## config.mk

```make
export PLATFORM = sky130hd
export DESIGN_NAME = err_log_top
export DESIGN_NICKNAME = d
export VERILOG_FILES = /design/src/design/err_record_pkg.sv /design/src/design/err_csr_pkg.sv /design/src/design/err_report_if.sv /design/src/design/err_log_fsm.sv /design/src/design/err_log_regs.sv /design/src/design/err_log_top.sv
export VERILOG_INCLUDE_DIRS = /design/src /design/src/design
export SDC_FILE = /design/constraint.sdc
export NUM_CORES = 1
export LEC_CHECK = 0
export ABC_AREA = 1
export BUFFER_PORTS_ARGS = -buffer_cell sky130_fd_sc_hd__buf_2
export CAP_MARGIN = 20
export CORE_AREA = 10 10 181 183
export CTS_CLUSTER_SIZE = 30
export DETAILED_ROUTE_END_ITERATION = 8
export DIE_AREA = 0 0 191 193
export REMOVE_ABC_BUFFERS = 1
export SLEW_MARGIN = 20
export SYNTH_ARGS = -nofsm -noshare
export SYNTH_HDL_FRONTEND = slang
export SYNTH_SLANG_ARGS = --single-unit
```

## constraint.sdc

```tcl
create_clock -name clk -period 1.6 [get_ports clk]
set_input_delay 0.08 -clock clk [delete_from_list [all_inputs] [get_ports clk]]
set_output_delay 0.08 -clock clk [all_outputs]
set_load 0.01 [all_outputs]
```

## src/design/err_log_consts.svh

```systemverilog
// width macros for the error logger fields
`ifndef ERR_LOG_CONSTS_SVH
`define ERR_LOG_CONSTS_SVH

// width of the first error address
`define ERR_ADDR_W 64

// observed and expected data patterns
`define ERR_PATTERN_W 32

// loop number reported by either algorithm
`define ERR_LOOP_W 8

// byte offset as held in the log and as reported by algorithm 1b
`define ERR_OFFSET_W 8

// algorithm 1a walks a narrower window and reports a 6-bit offset
`define ERR_ALG1A_OFFSET_W 6

// set number and address increment of the failing pass
`define ERR_SET_W 4
`define ERR_INCR_W 8

`endif

```

## src/design/err_record_pkg.sv

```systemverilog
// field types of an algorithm error report and the logger state enum
`default_nettype none

`include "err_log_consts.svh"

package err_record_pkg;

  // data compared by the self-check
  typedef logic [`ERR_PATTERN_W-1:0] pattern_t;

  // position of the miscompare within the test run
  typedef logic [`ERR_LOOP_W-1:0]   loop_t;
  typedef logic [`ERR_OFFSET_W-1:0] offset_t;
  typedef logic [`ERR_SET_W-1:0]    set_t;
  typedef logic [`ERR_INCR_W-1:0]   incr_t;
  typedef logic [`ERR_ADDR_W-1:0]   addr_t;

  // capture sequencing states of the logger FSM
  typedef enum logic [2:0] {
    IDLE     = 3'd0,
    RECORD   = 3'd1,
    OTHER    = 3'd2,
    SEND     = 3'd3,
    WAIT     = 3'd4,
    COMPLETE = 3'd5
  } log_state_e;

endpackage

`default_nettype wire

```

## src/design/err_csr_pkg.sv

```systemverilog
// packed layouts of debug error log registers 1, 3, 4 and 5
`default_nettype none

package err_csr_pkg;

  // log 1 holds the miscompared data, observed in the upper half
  typedef struct packed {
    err_record_pkg::pattern_t observed_pattern;
    err_record_pkg::pattern_t expected_pattern;
  } log1_t;

  // log 3 holds the status bit that software releases, plus where the error was seen
  typedef struct packed {
    logic                    error_status;
    err_record_pkg::loop_t   loop_number;
    err_record_pkg::offset_t byte_offset;
  } log3_t;

  // log 4 describes the address walk of the failing pass
  typedef struct packed {
    err_record_pkg::set_t  set_number;
    err_record_pkg::incr_t address_increment;
  } log4_t;

  // log 5 holds the address of the first error only
  typedef struct packed {
    err_record_pkg::addr_t error_address;
  } log5_t;

endpackage

`default_nettype wire

```

## src/design/err_report_if.sv

```systemverilog
// interface for one algorithm's self-check error report with source and sink modports
`default_nettype none

interface err_report_if;

  // found is a level, held by the algorithm together with the fields
  logic                     found;
  err_record_pkg::pattern_t observed;
  err_record_pkg::pattern_t expected;
  err_record_pkg::loop_t    loop;
  err_record_pkg::offset_t  offset;
  err_record_pkg::set_t     set;
  err_record_pkg::incr_t    incr;
  err_record_pkg::addr_t    addr;

  // the algorithm side drives the report
  modport source (
    output found, observed, expected, loop, offset, set, incr, addr
  );

  // the logger side only reads it
  modport sink (
    input found, observed, expected, loop, offset, set, incr, addr
  );

endinterface

`default_nettype wire

```

## src/design/err_log_fsm.sv

```systemverilog
// capture sequencing state machine with mode gating and record pulses
`default_nettype none

module err_log_fsm (
  input  wire        clk,
  input  wire        reset_n,
  input  wire        i_busy,
  input  wire        i_forceful_disable,
  input  wire        i_writes_only,
  input  wire        i_reads_only,
  input  wire        i_self_check_en,
  input  wire        i_slverr_wr,
  input  wire        i_slverr_rd,
  input  wire        i_poison_rd,
  input  wire        i_status_held,
  err_report_if.sink alg_1a,
  err_report_if.sink alg_1b,
  output logic       o_record_self,
  output logic       o_record_other,
  output logic       o_clear_log,
  output logic       o_record_error
);

  err_record_pkg::log_state_e state;
  err_record_pkg::log_state_e next_state;

  logic blocked;
  logic trig_self_d;
  logic trig_other_d;
  logic trig_self_q;
  logic trig_other_q;

  // nothing is logged while the engine is disabled or runs only writes or only reads
  assign blocked = i_forceful_disable | i_writes_only | i_reads_only;

  // a miscompare wins over a response error seen on the same edge
  assign trig_self_d  = i_busy & ~blocked & i_self_check_en & (alg_1a.found | alg_1b.found);
  assign trig_other_d = i_busy & ~blocked & (i_slverr_wr | i_slverr_rd | i_poison_rd);

  // trigger conditions pass through one register stage before the FSM reacts,
  // so the logs load two edges after the condition is sampled
  always_ff @(posedge clk)
  begin
    if (!reset_n)
    begin
      trig_self_q  <= 1'b0;
      trig_other_q <= 1'b0;
    end
    else
    begin
      trig_self_q  <= trig_self_d;
      trig_other_q <= trig_other_d;
    end
  end

  always_ff @(posedge clk)
  begin
    if (!reset_n)
    begin
      state <= err_record_pkg::IDLE;
    end
    else if (blocked)
    begin
      state <= err_record_pkg::IDLE;
    end
    else
    begin
      state <= next_state;
    end
  end

  always_comb
  begin
    next_state = state;
    case (state)
      err_record_pkg::IDLE:
      begin
        if (trig_self_q)
        begin
          next_state = err_record_pkg::RECORD;
        end
        else if (trig_other_q)
        begin
          next_state = err_record_pkg::OTHER;
        end
      end
      err_record_pkg::RECORD:   next_state = err_record_pkg::SEND;
      err_record_pkg::OTHER:    next_state = err_record_pkg::SEND;
      err_record_pkg::SEND:     next_state = err_record_pkg::WAIT;
      // software holds the status bit until it has read the logs
      err_record_pkg::WAIT:
      begin
        if (!i_status_held)
        begin
          next_state = err_record_pkg::COMPLETE;
        end
      end
      err_record_pkg::COMPLETE: next_state = err_record_pkg::IDLE;
      default:                  next_state = err_record_pkg::IDLE;
    endcase
  end

  assign o_record_self  = (state == err_record_pkg::RECORD);
  assign o_record_other = (state == err_record_pkg::OTHER);
  assign o_record_error = (state == err_record_pkg::SEND);

  // the release clears the logs on the same edge that leaves WAIT
  assign o_clear_log = (state == err_record_pkg::WAIT) & ~i_status_held;

endmodule

`default_nettype wire

```

## src/design/err_log_regs.sv

```systemverilog
// log register bank with algorithm priority select, capture and clear
`default_nettype none

module err_log_regs (
  input  wire                clk,
  input  wire                reset_n,
  input  wire                i_set_to_busy,
  input  wire                i_record_self,
  input  wire                i_record_other,
  input  wire                i_clear_log,
  err_report_if.sink         alg_1a,
  err_report_if.sink         alg_1b,
  output err_csr_pkg::log1_t o_log1,
  output err_csr_pkg::log3_t o_log3,
  output err_csr_pkg::log4_t o_log4,
  output err_csr_pkg::log5_t o_log5
);

  logic                     sel_1a;
  logic                     clear;
  err_record_pkg::pattern_t sel_observed;
  err_record_pkg::pattern_t sel_expected;
  err_record_pkg::loop_t    sel_loop;
  err_record_pkg::offset_t  sel_offset;
  err_record_pkg::set_t     sel_set;
  err_record_pkg::incr_t    sel_incr;
  err_record_pkg::addr_t    sel_addr;

  // algorithm 1a has priority when both report in the same cycle
  assign sel_1a = alg_1a.found;

  assign sel_observed = sel_1a ? alg_1a.observed : alg_1b.observed;
  assign sel_expected = sel_1a ? alg_1a.expected : alg_1b.expected;
  assign sel_loop     = sel_1a ? alg_1a.loop     : alg_1b.loop;
  assign sel_offset   = sel_1a ? alg_1a.offset   : alg_1b.offset;
  assign sel_set      = sel_1a ? alg_1a.set      : alg_1b.set;
  assign sel_incr     = sel_1a ? alg_1a.incr     : alg_1b.incr;
  assign sel_addr     = sel_1a ? alg_1a.addr     : alg_1b.addr;

  // a new busy run starts from empty logs, and so does a software release
  assign clear = i_set_to_busy | i_clear_log;

  always_ff @(posedge clk)
  begin
    if (!reset_n || clear)
    begin
      o_log1 <= '0;
    end
    else if (i_record_self)
    begin
      o_log1.observed_pattern <= sel_observed;
      o_log1.expected_pattern <= sel_expected;
    end
  end

  // log 3 is the only register that the other-error path writes
  always_ff @(posedge clk)
  begin
    if (!reset_n || clear)
    begin
      o_log3 <= '0;
    end
    else if (i_record_self)
    begin
      o_log3.error_status <= 1'b1;
      o_log3.loop_number  <= sel_loop;
      o_log3.byte_offset  <= sel_offset;
    end
    else if (i_record_other)
    begin
      // a response error has no data offset and takes its loop from 1b
      o_log3.error_status <= 1'b1;
      o_log3.loop_number  <= alg_1b.loop;
      o_log3.byte_offset  <= '0;
    end
  end

  always_ff @(posedge clk)
  begin
    if (!reset_n || clear)
    begin
      o_log4 <= '0;
    end
    else if (i_record_self)
    begin
      o_log4.set_number        <= sel_set;
      o_log4.address_increment <= sel_incr;
    end
  end

  always_ff @(posedge clk)
  begin
    if (!reset_n || clear)
    begin
      o_log5 <= '0;
    end
    else if (i_record_self)
    begin
      o_log5.error_address <= sel_addr;
    end
  end

endmodule

`default_nettype wire

```

## src/design/err_log_top.sv

```systemverilog
// debug error logger top level with plain ports, FSM and log register bank
`default_nettype none

`include "err_log_consts.svh"

module err_log_top (
  input  wire                          clk,
  input  wire                          reset_n,
  input  wire                          i_busy,
  input  wire                          i_set_to_busy,
  input  wire                          i_forceful_disable,
  input  wire                          i_writes_only,
  input  wire                          i_reads_only,
  input  wire                          i_self_check_en,
  input  wire                          i_slverr_wr,
  input  wire                          i_slverr_rd,
  input  wire                          i_poison_rd,
  input  wire                          i_status_held,
  input  wire                          i_alg_1a_found,
  input  wire [`ERR_PATTERN_W-1:0]     i_alg_1a_observed,
  input  wire [`ERR_PATTERN_W-1:0]     i_alg_1a_expected,
  input  wire [`ERR_LOOP_W-1:0]        i_alg_1a_loop,
  input  wire [`ERR_ALG1A_OFFSET_W-1:0] i_alg_1a_offset,
  input  wire [`ERR_SET_W-1:0]         i_alg_1a_set,
  input  wire [`ERR_INCR_W-1:0]        i_alg_1a_incr,
  input  wire [`ERR_ADDR_W-1:0]        i_alg_1a_addr,
  input  wire                          i_alg_1b_found,
  input  wire [`ERR_PATTERN_W-1:0]     i_alg_1b_observed,
  input  wire [`ERR_PATTERN_W-1:0]     i_alg_1b_expected,
  input  wire [`ERR_LOOP_W-1:0]        i_alg_1b_loop,
  input  wire [`ERR_OFFSET_W-1:0]      i_alg_1b_offset,
  input  wire [`ERR_SET_W-1:0]         i_alg_1b_set,
  input  wire [`ERR_INCR_W-1:0]        i_alg_1b_incr,
  input  wire [`ERR_ADDR_W-1:0]        i_alg_1b_addr,
  output logic [`ERR_PATTERN_W-1:0]    o_observed_pattern,
  output logic [`ERR_PATTERN_W-1:0]    o_expected_pattern,
  output logic                         o_error_status,
  output logic [`ERR_LOOP_W-1:0]       o_loop_number,
  output logic [`ERR_OFFSET_W-1:0]     o_byte_offset,
  output logic [`ERR_SET_W-1:0]        o_set_number,
  output logic [`ERR_INCR_W-1:0]       o_address_increment,
  output logic [`ERR_ADDR_W-1:0]       o_error_address,
  output logic                         o_record_error
);

  logic               record_self;
  logic               record_other;
  logic               clear_log;
  err_csr_pkg::log1_t log1;
  err_csr_pkg::log3_t log3;
  err_csr_pkg::log4_t log4;
  err_csr_pkg::log5_t log5;

  err_report_if alg_1a_rpt ();
  err_report_if alg_1b_rpt ();

  assign alg_1a_rpt.found    = i_alg_1a_found;
  assign alg_1a_rpt.observed = i_alg_1a_observed;
  assign alg_1a_rpt.expected = i_alg_1a_expected;
  assign alg_1a_rpt.loop     = i_alg_1a_loop;
  // widen the 1a offset to the common log width
  assign alg_1a_rpt.offset   = {{(`ERR_OFFSET_W - `ERR_ALG1A_OFFSET_W){1'b0}}, i_alg_1a_offset};
  assign alg_1a_rpt.set      = i_alg_1a_set;
  assign alg_1a_rpt.incr     = i_alg_1a_incr;
  assign alg_1a_rpt.addr     = i_alg_1a_addr;

  assign alg_1b_rpt.found    = i_alg_1b_found;
  assign alg_1b_rpt.observed = i_alg_1b_observed;
  assign alg_1b_rpt.expected = i_alg_1b_expected;
  assign alg_1b_rpt.loop     = i_alg_1b_loop;
  assign alg_1b_rpt.offset   = i_alg_1b_offset;
  assign alg_1b_rpt.set      = i_alg_1b_set;
  assign alg_1b_rpt.incr     = i_alg_1b_incr;
  assign alg_1b_rpt.addr     = i_alg_1b_addr;

  err_log_fsm u_fsm (
    .clk                (clk),
    .reset_n            (reset_n),
    .i_busy             (i_busy),
    .i_forceful_disable (i_forceful_disable),
    .i_writes_only      (i_writes_only),
    .i_reads_only       (i_reads_only),
    .i_self_check_en    (i_self_check_en),
    .i_slverr_wr        (i_slverr_wr),
    .i_slverr_rd        (i_slverr_rd),
    .i_poison_rd        (i_poison_rd),
    .i_status_held      (i_status_held),
    .alg_1a             (alg_1a_rpt.sink),
    .alg_1b             (alg_1b_rpt.sink),
    .o_record_self      (record_self),
    .o_record_other     (record_other),
    .o_clear_log        (clear_log),
    .o_record_error     (o_record_error)
  );

  err_log_regs u_regs (
    .clk            (clk),
    .reset_n        (reset_n),
    .i_set_to_busy  (i_set_to_busy),
    .i_record_self  (record_self),
    .i_record_other (record_other),
    .i_clear_log    (clear_log),
    .alg_1a         (alg_1a_rpt.sink),
    .alg_1b         (alg_1b_rpt.sink),
    .o_log1         (log1),
    .o_log3         (log3),
    .o_log4         (log4),
    .o_log5         (log5)
  );

  assign o_observed_pattern  = log1.observed_pattern;
  assign o_expected_pattern  = log1.expected_pattern;
  assign o_error_status      = log3.error_status;
  assign o_loop_number       = log3.loop_number;
  assign o_byte_offset       = log3.byte_offset;
  assign o_set_number        = log4.set_number;
  assign o_address_increment = log4.address_increment;
  assign o_error_address     = log5.error_address;

endmodule

`default_nettype wire

```

==> impl_summary.log <==
[metrics] XOR/XNOR share of the synthesized area: 0%
[metrics] Synth Area per Inst: 6.40 um2
[metrics] count of final max-slew check failures: 0
[metrics] initial antenna violation count: 0
[metrics] total negative setup slack: 0 ns
[metrics] maximum vdd drop: 0.668 mV
[metrics] buffers added on ports: 481
[metrics] number of cell instances on the worst register-to-register path: 5
[metrics] # clock sinks: ~160
[metrics] proportion of synthesized area in mux cells: 0%
[metrics] GRT Residual Overflow: 0
[metrics] buffer depth of the longest clock path: 2
[metrics] proportion of layout cells with a drive suffix above 1: 32.3%
[metrics] final cell count without fillers: 2,112
[metrics] achievable frequency: 696 MHz
[metrics] most common cell in the synthesized netlist: sky130_fd_sc_hd__nand2_1
[metrics] remaining design rule violation count: 0
[metrics] hold endpoint: u_regs.o_log5[51]
[metrics] WL per Instance: between 10 and 15 um
[metrics] largest family of logic cells by synthesized area: simple AND/OR/NAND/NOR gates
[metrics] core area: roughly 0.029 mm2
[metrics] number of nets in the layout: 2,033
[metrics] instance count along the most critical hold path: 5
[metrics] post-CTS setup-driven buffer insertion count: 0
[metrics] Die ar.: 0.0369 mm2
[metrics] Worst Path Arrival: 1.75 ns
[metrics] total number of vias: between 9,000 and 10,000
[metrics] number of optimization iterations in the first detailed-route pass: 5
[metrics] count of state elements after synthesis: 162
[metrics] hold crit path type: in2reg
[metrics] maximum level of the CTS H-tree: 4
[metrics] sequential area share after synthesis: between 40 and 50%
[metrics] power per standard cell area: 778 mW/mm2
[metrics] DRC violation total after the first TritonRoute iteration: 331
[metrics] pin count of the biggest net entering global routing: 82
[metrics] Antenna Cells: 0
[metrics] Total Wirelength: roughly 30,000 um
[metrics] largest cells by area after synthesis: sky130_fd_sc_hd__dfxtp_1, sky130_fd_sc_hd__nand2_1, sky130_fd_sc_hd__a21oi_1
[metrics] number of filler cells placed in the layout: 3,154
[metrics] final core area utilization: slightly below 40%
[metrics] post-route clock skew: 0.0172 ns
[metrics] global routing usage summed across all routing layers: between 10 and 15%
[metrics] top_reg_cell synth: sky130_fd_sc_hd__dfxtp_1
[metrics] nature of the critical path startpoint: input pin
[metrics] clk slew on worst S/H paths: 0.08 ns
[metrics] library cell occupying the most area in the post-synthesis netlist: sky130_fd_sc_hd__dfxtp_1
[metrics] worst slew slack as a fraction of its limit: 73.5%
[metrics] simple-gate area share of the yosys netlist: 26.2%
[metrics] reg-to-reg setup timing slack: 0.21 ns
[metrics] total of endpoints with negative setup slack in the final report: 0
[metrics] number of vias per cell: 4.28
[metrics] unrepaired setup endpoints after global routing: no
[metrics] I/O pin count: 482
[metrics] worst reg2reg path endpoint: u_regs.o_log1[30]
[metrics] period utilisation layout: between 80 and 90%
[metrics] DP HPWL: 24,100 um
[metrics] outcome: complete, no violations
[metrics] synthesized cell area: 0.00784 mm2
[metrics] FFs w/ async S/R, synth: 0%
[metrics] Site Rows: 63
[metrics] static leakage: 0.00580 uW
[metrics] worst hold path startpoint: i_alg_1b_addr[51]
[metrics] Ys Warns: 0
[metrics] transition time at the pin with the least slew margin: 0.393 ns
[metrics] Layout Area Growth over Synthesis: 48.0%
[metrics] portion of synthesized cell area occupied by the leading cell type: 41.4%
[metrics] antenna viol nets, final: 0
[metrics] number of synthesized flops with an enable pin: 0
[metrics] max-capacitance violation count: 0
[metrics] CTS tree: yes
[metrics] combined flip-flop and latch cell area: between 0.003 and 0.004 mm2
[metrics] initial cell density of the core: between 20% and 30%
[metrics] Post-Place Cells: 2,048
[metrics] final-report hold violation count: 0
[metrics] unique cell type count in the Yosys netlist: 20
[metrics] type of the setup path with the least slack: in2reg
[metrics] minimum clock period after layout: between 1 and 1.5 ns
[metrics] width of the die: 191 um
[metrics] highest fanout seen on the critical path: 2
[metrics] number of global-route vias before repair: 8,791
[metrics] clock buffer count from CTS: 17
[metrics] adder-cell area share of the yosys netlist: 0%
[metrics] first-pass GRT wire length: 45,000 um
[metrics] Vert. Die Dim: between 150 and 200 um
[metrics] Worst-Skew Late Latency: roughly 0.42 ns
[metrics] master cell of the clock root buffer: sky130_fd_sc_hd__clkbuf_16
[metrics] CP endpoint kind: flip-flop
[metrics] combined area of the multi-input logic cells: roughly 0.0035 mm2
[metrics] required time worst endpoint: approximately 1.9 ns
[metrics] Crit Reg-Reg Startpoint: u_fsm.state[2]
[metrics] cell count after synthesis: 1,225
[metrics] Min Hold Slack: 0.0154 ns
[metrics] most numerous cell types in the synthesized netlist: sky130_fd_sc_hd__nand2_1, sky130_fd_sc_hd__dfxtp_1, sky130_fd_sc_hd__inv_1
[metrics] GP Congestion: 0.912
[metrics] area fraction in compound gates after synthesis: 18.8%
cells by family (layout without fill, tap and decap cells):
kind of cell,count (synthesis),after routing
AO/OA/AOI/OAI,295,295
flip-flops,162,162
buffers and inverters,245,742
AND/OR/NAND/NOR,523,523
routing by layer:
metal / track usage (%) / vias to the layer above / wire [um]
met5: 0 / - / 0
met4: 3.73 / 0 / 406
met3: 5.22 / 19 / 2530
met2: 27.0 / 300 / 15400
met1: 16.5 / 3965 / 12000
li1: - / 4762 / -
power by group:
part,internal [uW],switching (uW)
sequential,4030,0.824
clock,2140,1820
combinational,519,500
total,6690,2320
registers in the layout (all words and copies together), names as in the netlist:
| signal | cells |
|---|---|
| u_regs.o_log3 | 17 |
| u_fsm.state | 3 |
| u_regs.o_log5 | 64 |
| u_fsm.trig_other_q | 1 |
| u_fsm.trig_self_q | 1 |
| u_regs.o_log4 | 12 |
| u_regs.o_log1 | 64 |
cell type report:
cell class              count  area share (%)
multi-input cells         818            30.5
flip-flops and latches    162            28.0
clock inverters            12           0.982
inverters                 163            5.30
repair buffers            547            27.1
well taps                 390            4.21
clock buffers              20            3.94
per-stage QoR:
step	total power, uW	setup slack [ns]	instance area [um2]
global placement	5090	0.260	10700
detailed placement	5090	0.199	10700
CTS	9180	0.177	11600
global route	9480	0.0415	11600
finish	9020	0.163	11600
floorplan	4420	-1.91	7390
worst max path at each step:
| stage | start | end | slack, ns |
|---|---|---|---|
| 6_report | i_forceful_disable | u_fsm.trig_other_q | 0.16 |
| 5_1_grt | u_fsm.state[2] | u_regs.o_log1[30] | 0.04 |
| 4_1_cts | i_forceful_disable | u_fsm.trig_other_q | 0.18 |
| 3_5_place_dp | u_fsm.state[2] | u_regs.o_log4[1] | 0.20 |
| 3_3_place_gp | u_fsm.state[2] | u_regs.o_log1[30] | 0.26 |
| 2_1_floorplan | u_fsm.state[0] | u_regs.o_log3[10] | -1.91 |
placed cells by master (no fill, tap or decap), types with 3 or more instances in the layout:
| cell | Yosys | layout |
|---|---|---|
| sky130_fd_sc_hd__a21oi_1 | 148 | 148 |
| sky130_fd_sc_hd__buf_12 | 0 | 12 |
| sky130_fd_sc_hd__buf_2 | 47 | 480 |
| sky130_fd_sc_hd__buf_4 | 6 | 22 |
| sky130_fd_sc_hd__clkbuf_16 | 0 | 17 |
| sky130_fd_sc_hd__clkinv_4 | 0 | 3 |
| sky130_fd_sc_hd__dfxtp_1 | 162 | 162 |
| sky130_fd_sc_hd__dlygate4sd3_1 | 0 | 32 |
| sky130_fd_sc_hd__inv_1 | 159 | 159 |
| sky130_fd_sc_hd__inv_2 | 4 | 3 |
| sky130_fd_sc_hd__inv_6 | 0 | 4 |
| sky130_fd_sc_hd__inv_8 | 0 | 4 |
| sky130_fd_sc_hd__nand2_1 | 465 | 464 |
| sky130_fd_sc_hd__nand3_1 | 14 | 14 |
| sky130_fd_sc_hd__nand4_1 | 9 | 9 |
| sky130_fd_sc_hd__nor2_1 | 26 | 26 |
| sky130_fd_sc_hd__o21ai_0 | 147 | 147 |
critical path, stage by stage:
cell	delay, ns
sky130_fd_sc_hd__dlygate4sd3_1	0.53
sky130_fd_sc_hd__buf_2	0.12
sky130_fd_sc_hd__nor2_1	0.12
sky130_fd_sc_hd__nand2_1	0.09
sky130_fd_sc_hd__dlygate4sd3_1	0.57
sky130_fd_sc_hd__nor3_1	0.24
what timing repair did:
item,4_1_cts,5_1_grt
endpoints found under the hold margin,28,0
setup endpoints to repair,0,0
gates resized for setup,0,0
hold buffers,32,0
Power figures use the tool's default switching activity.
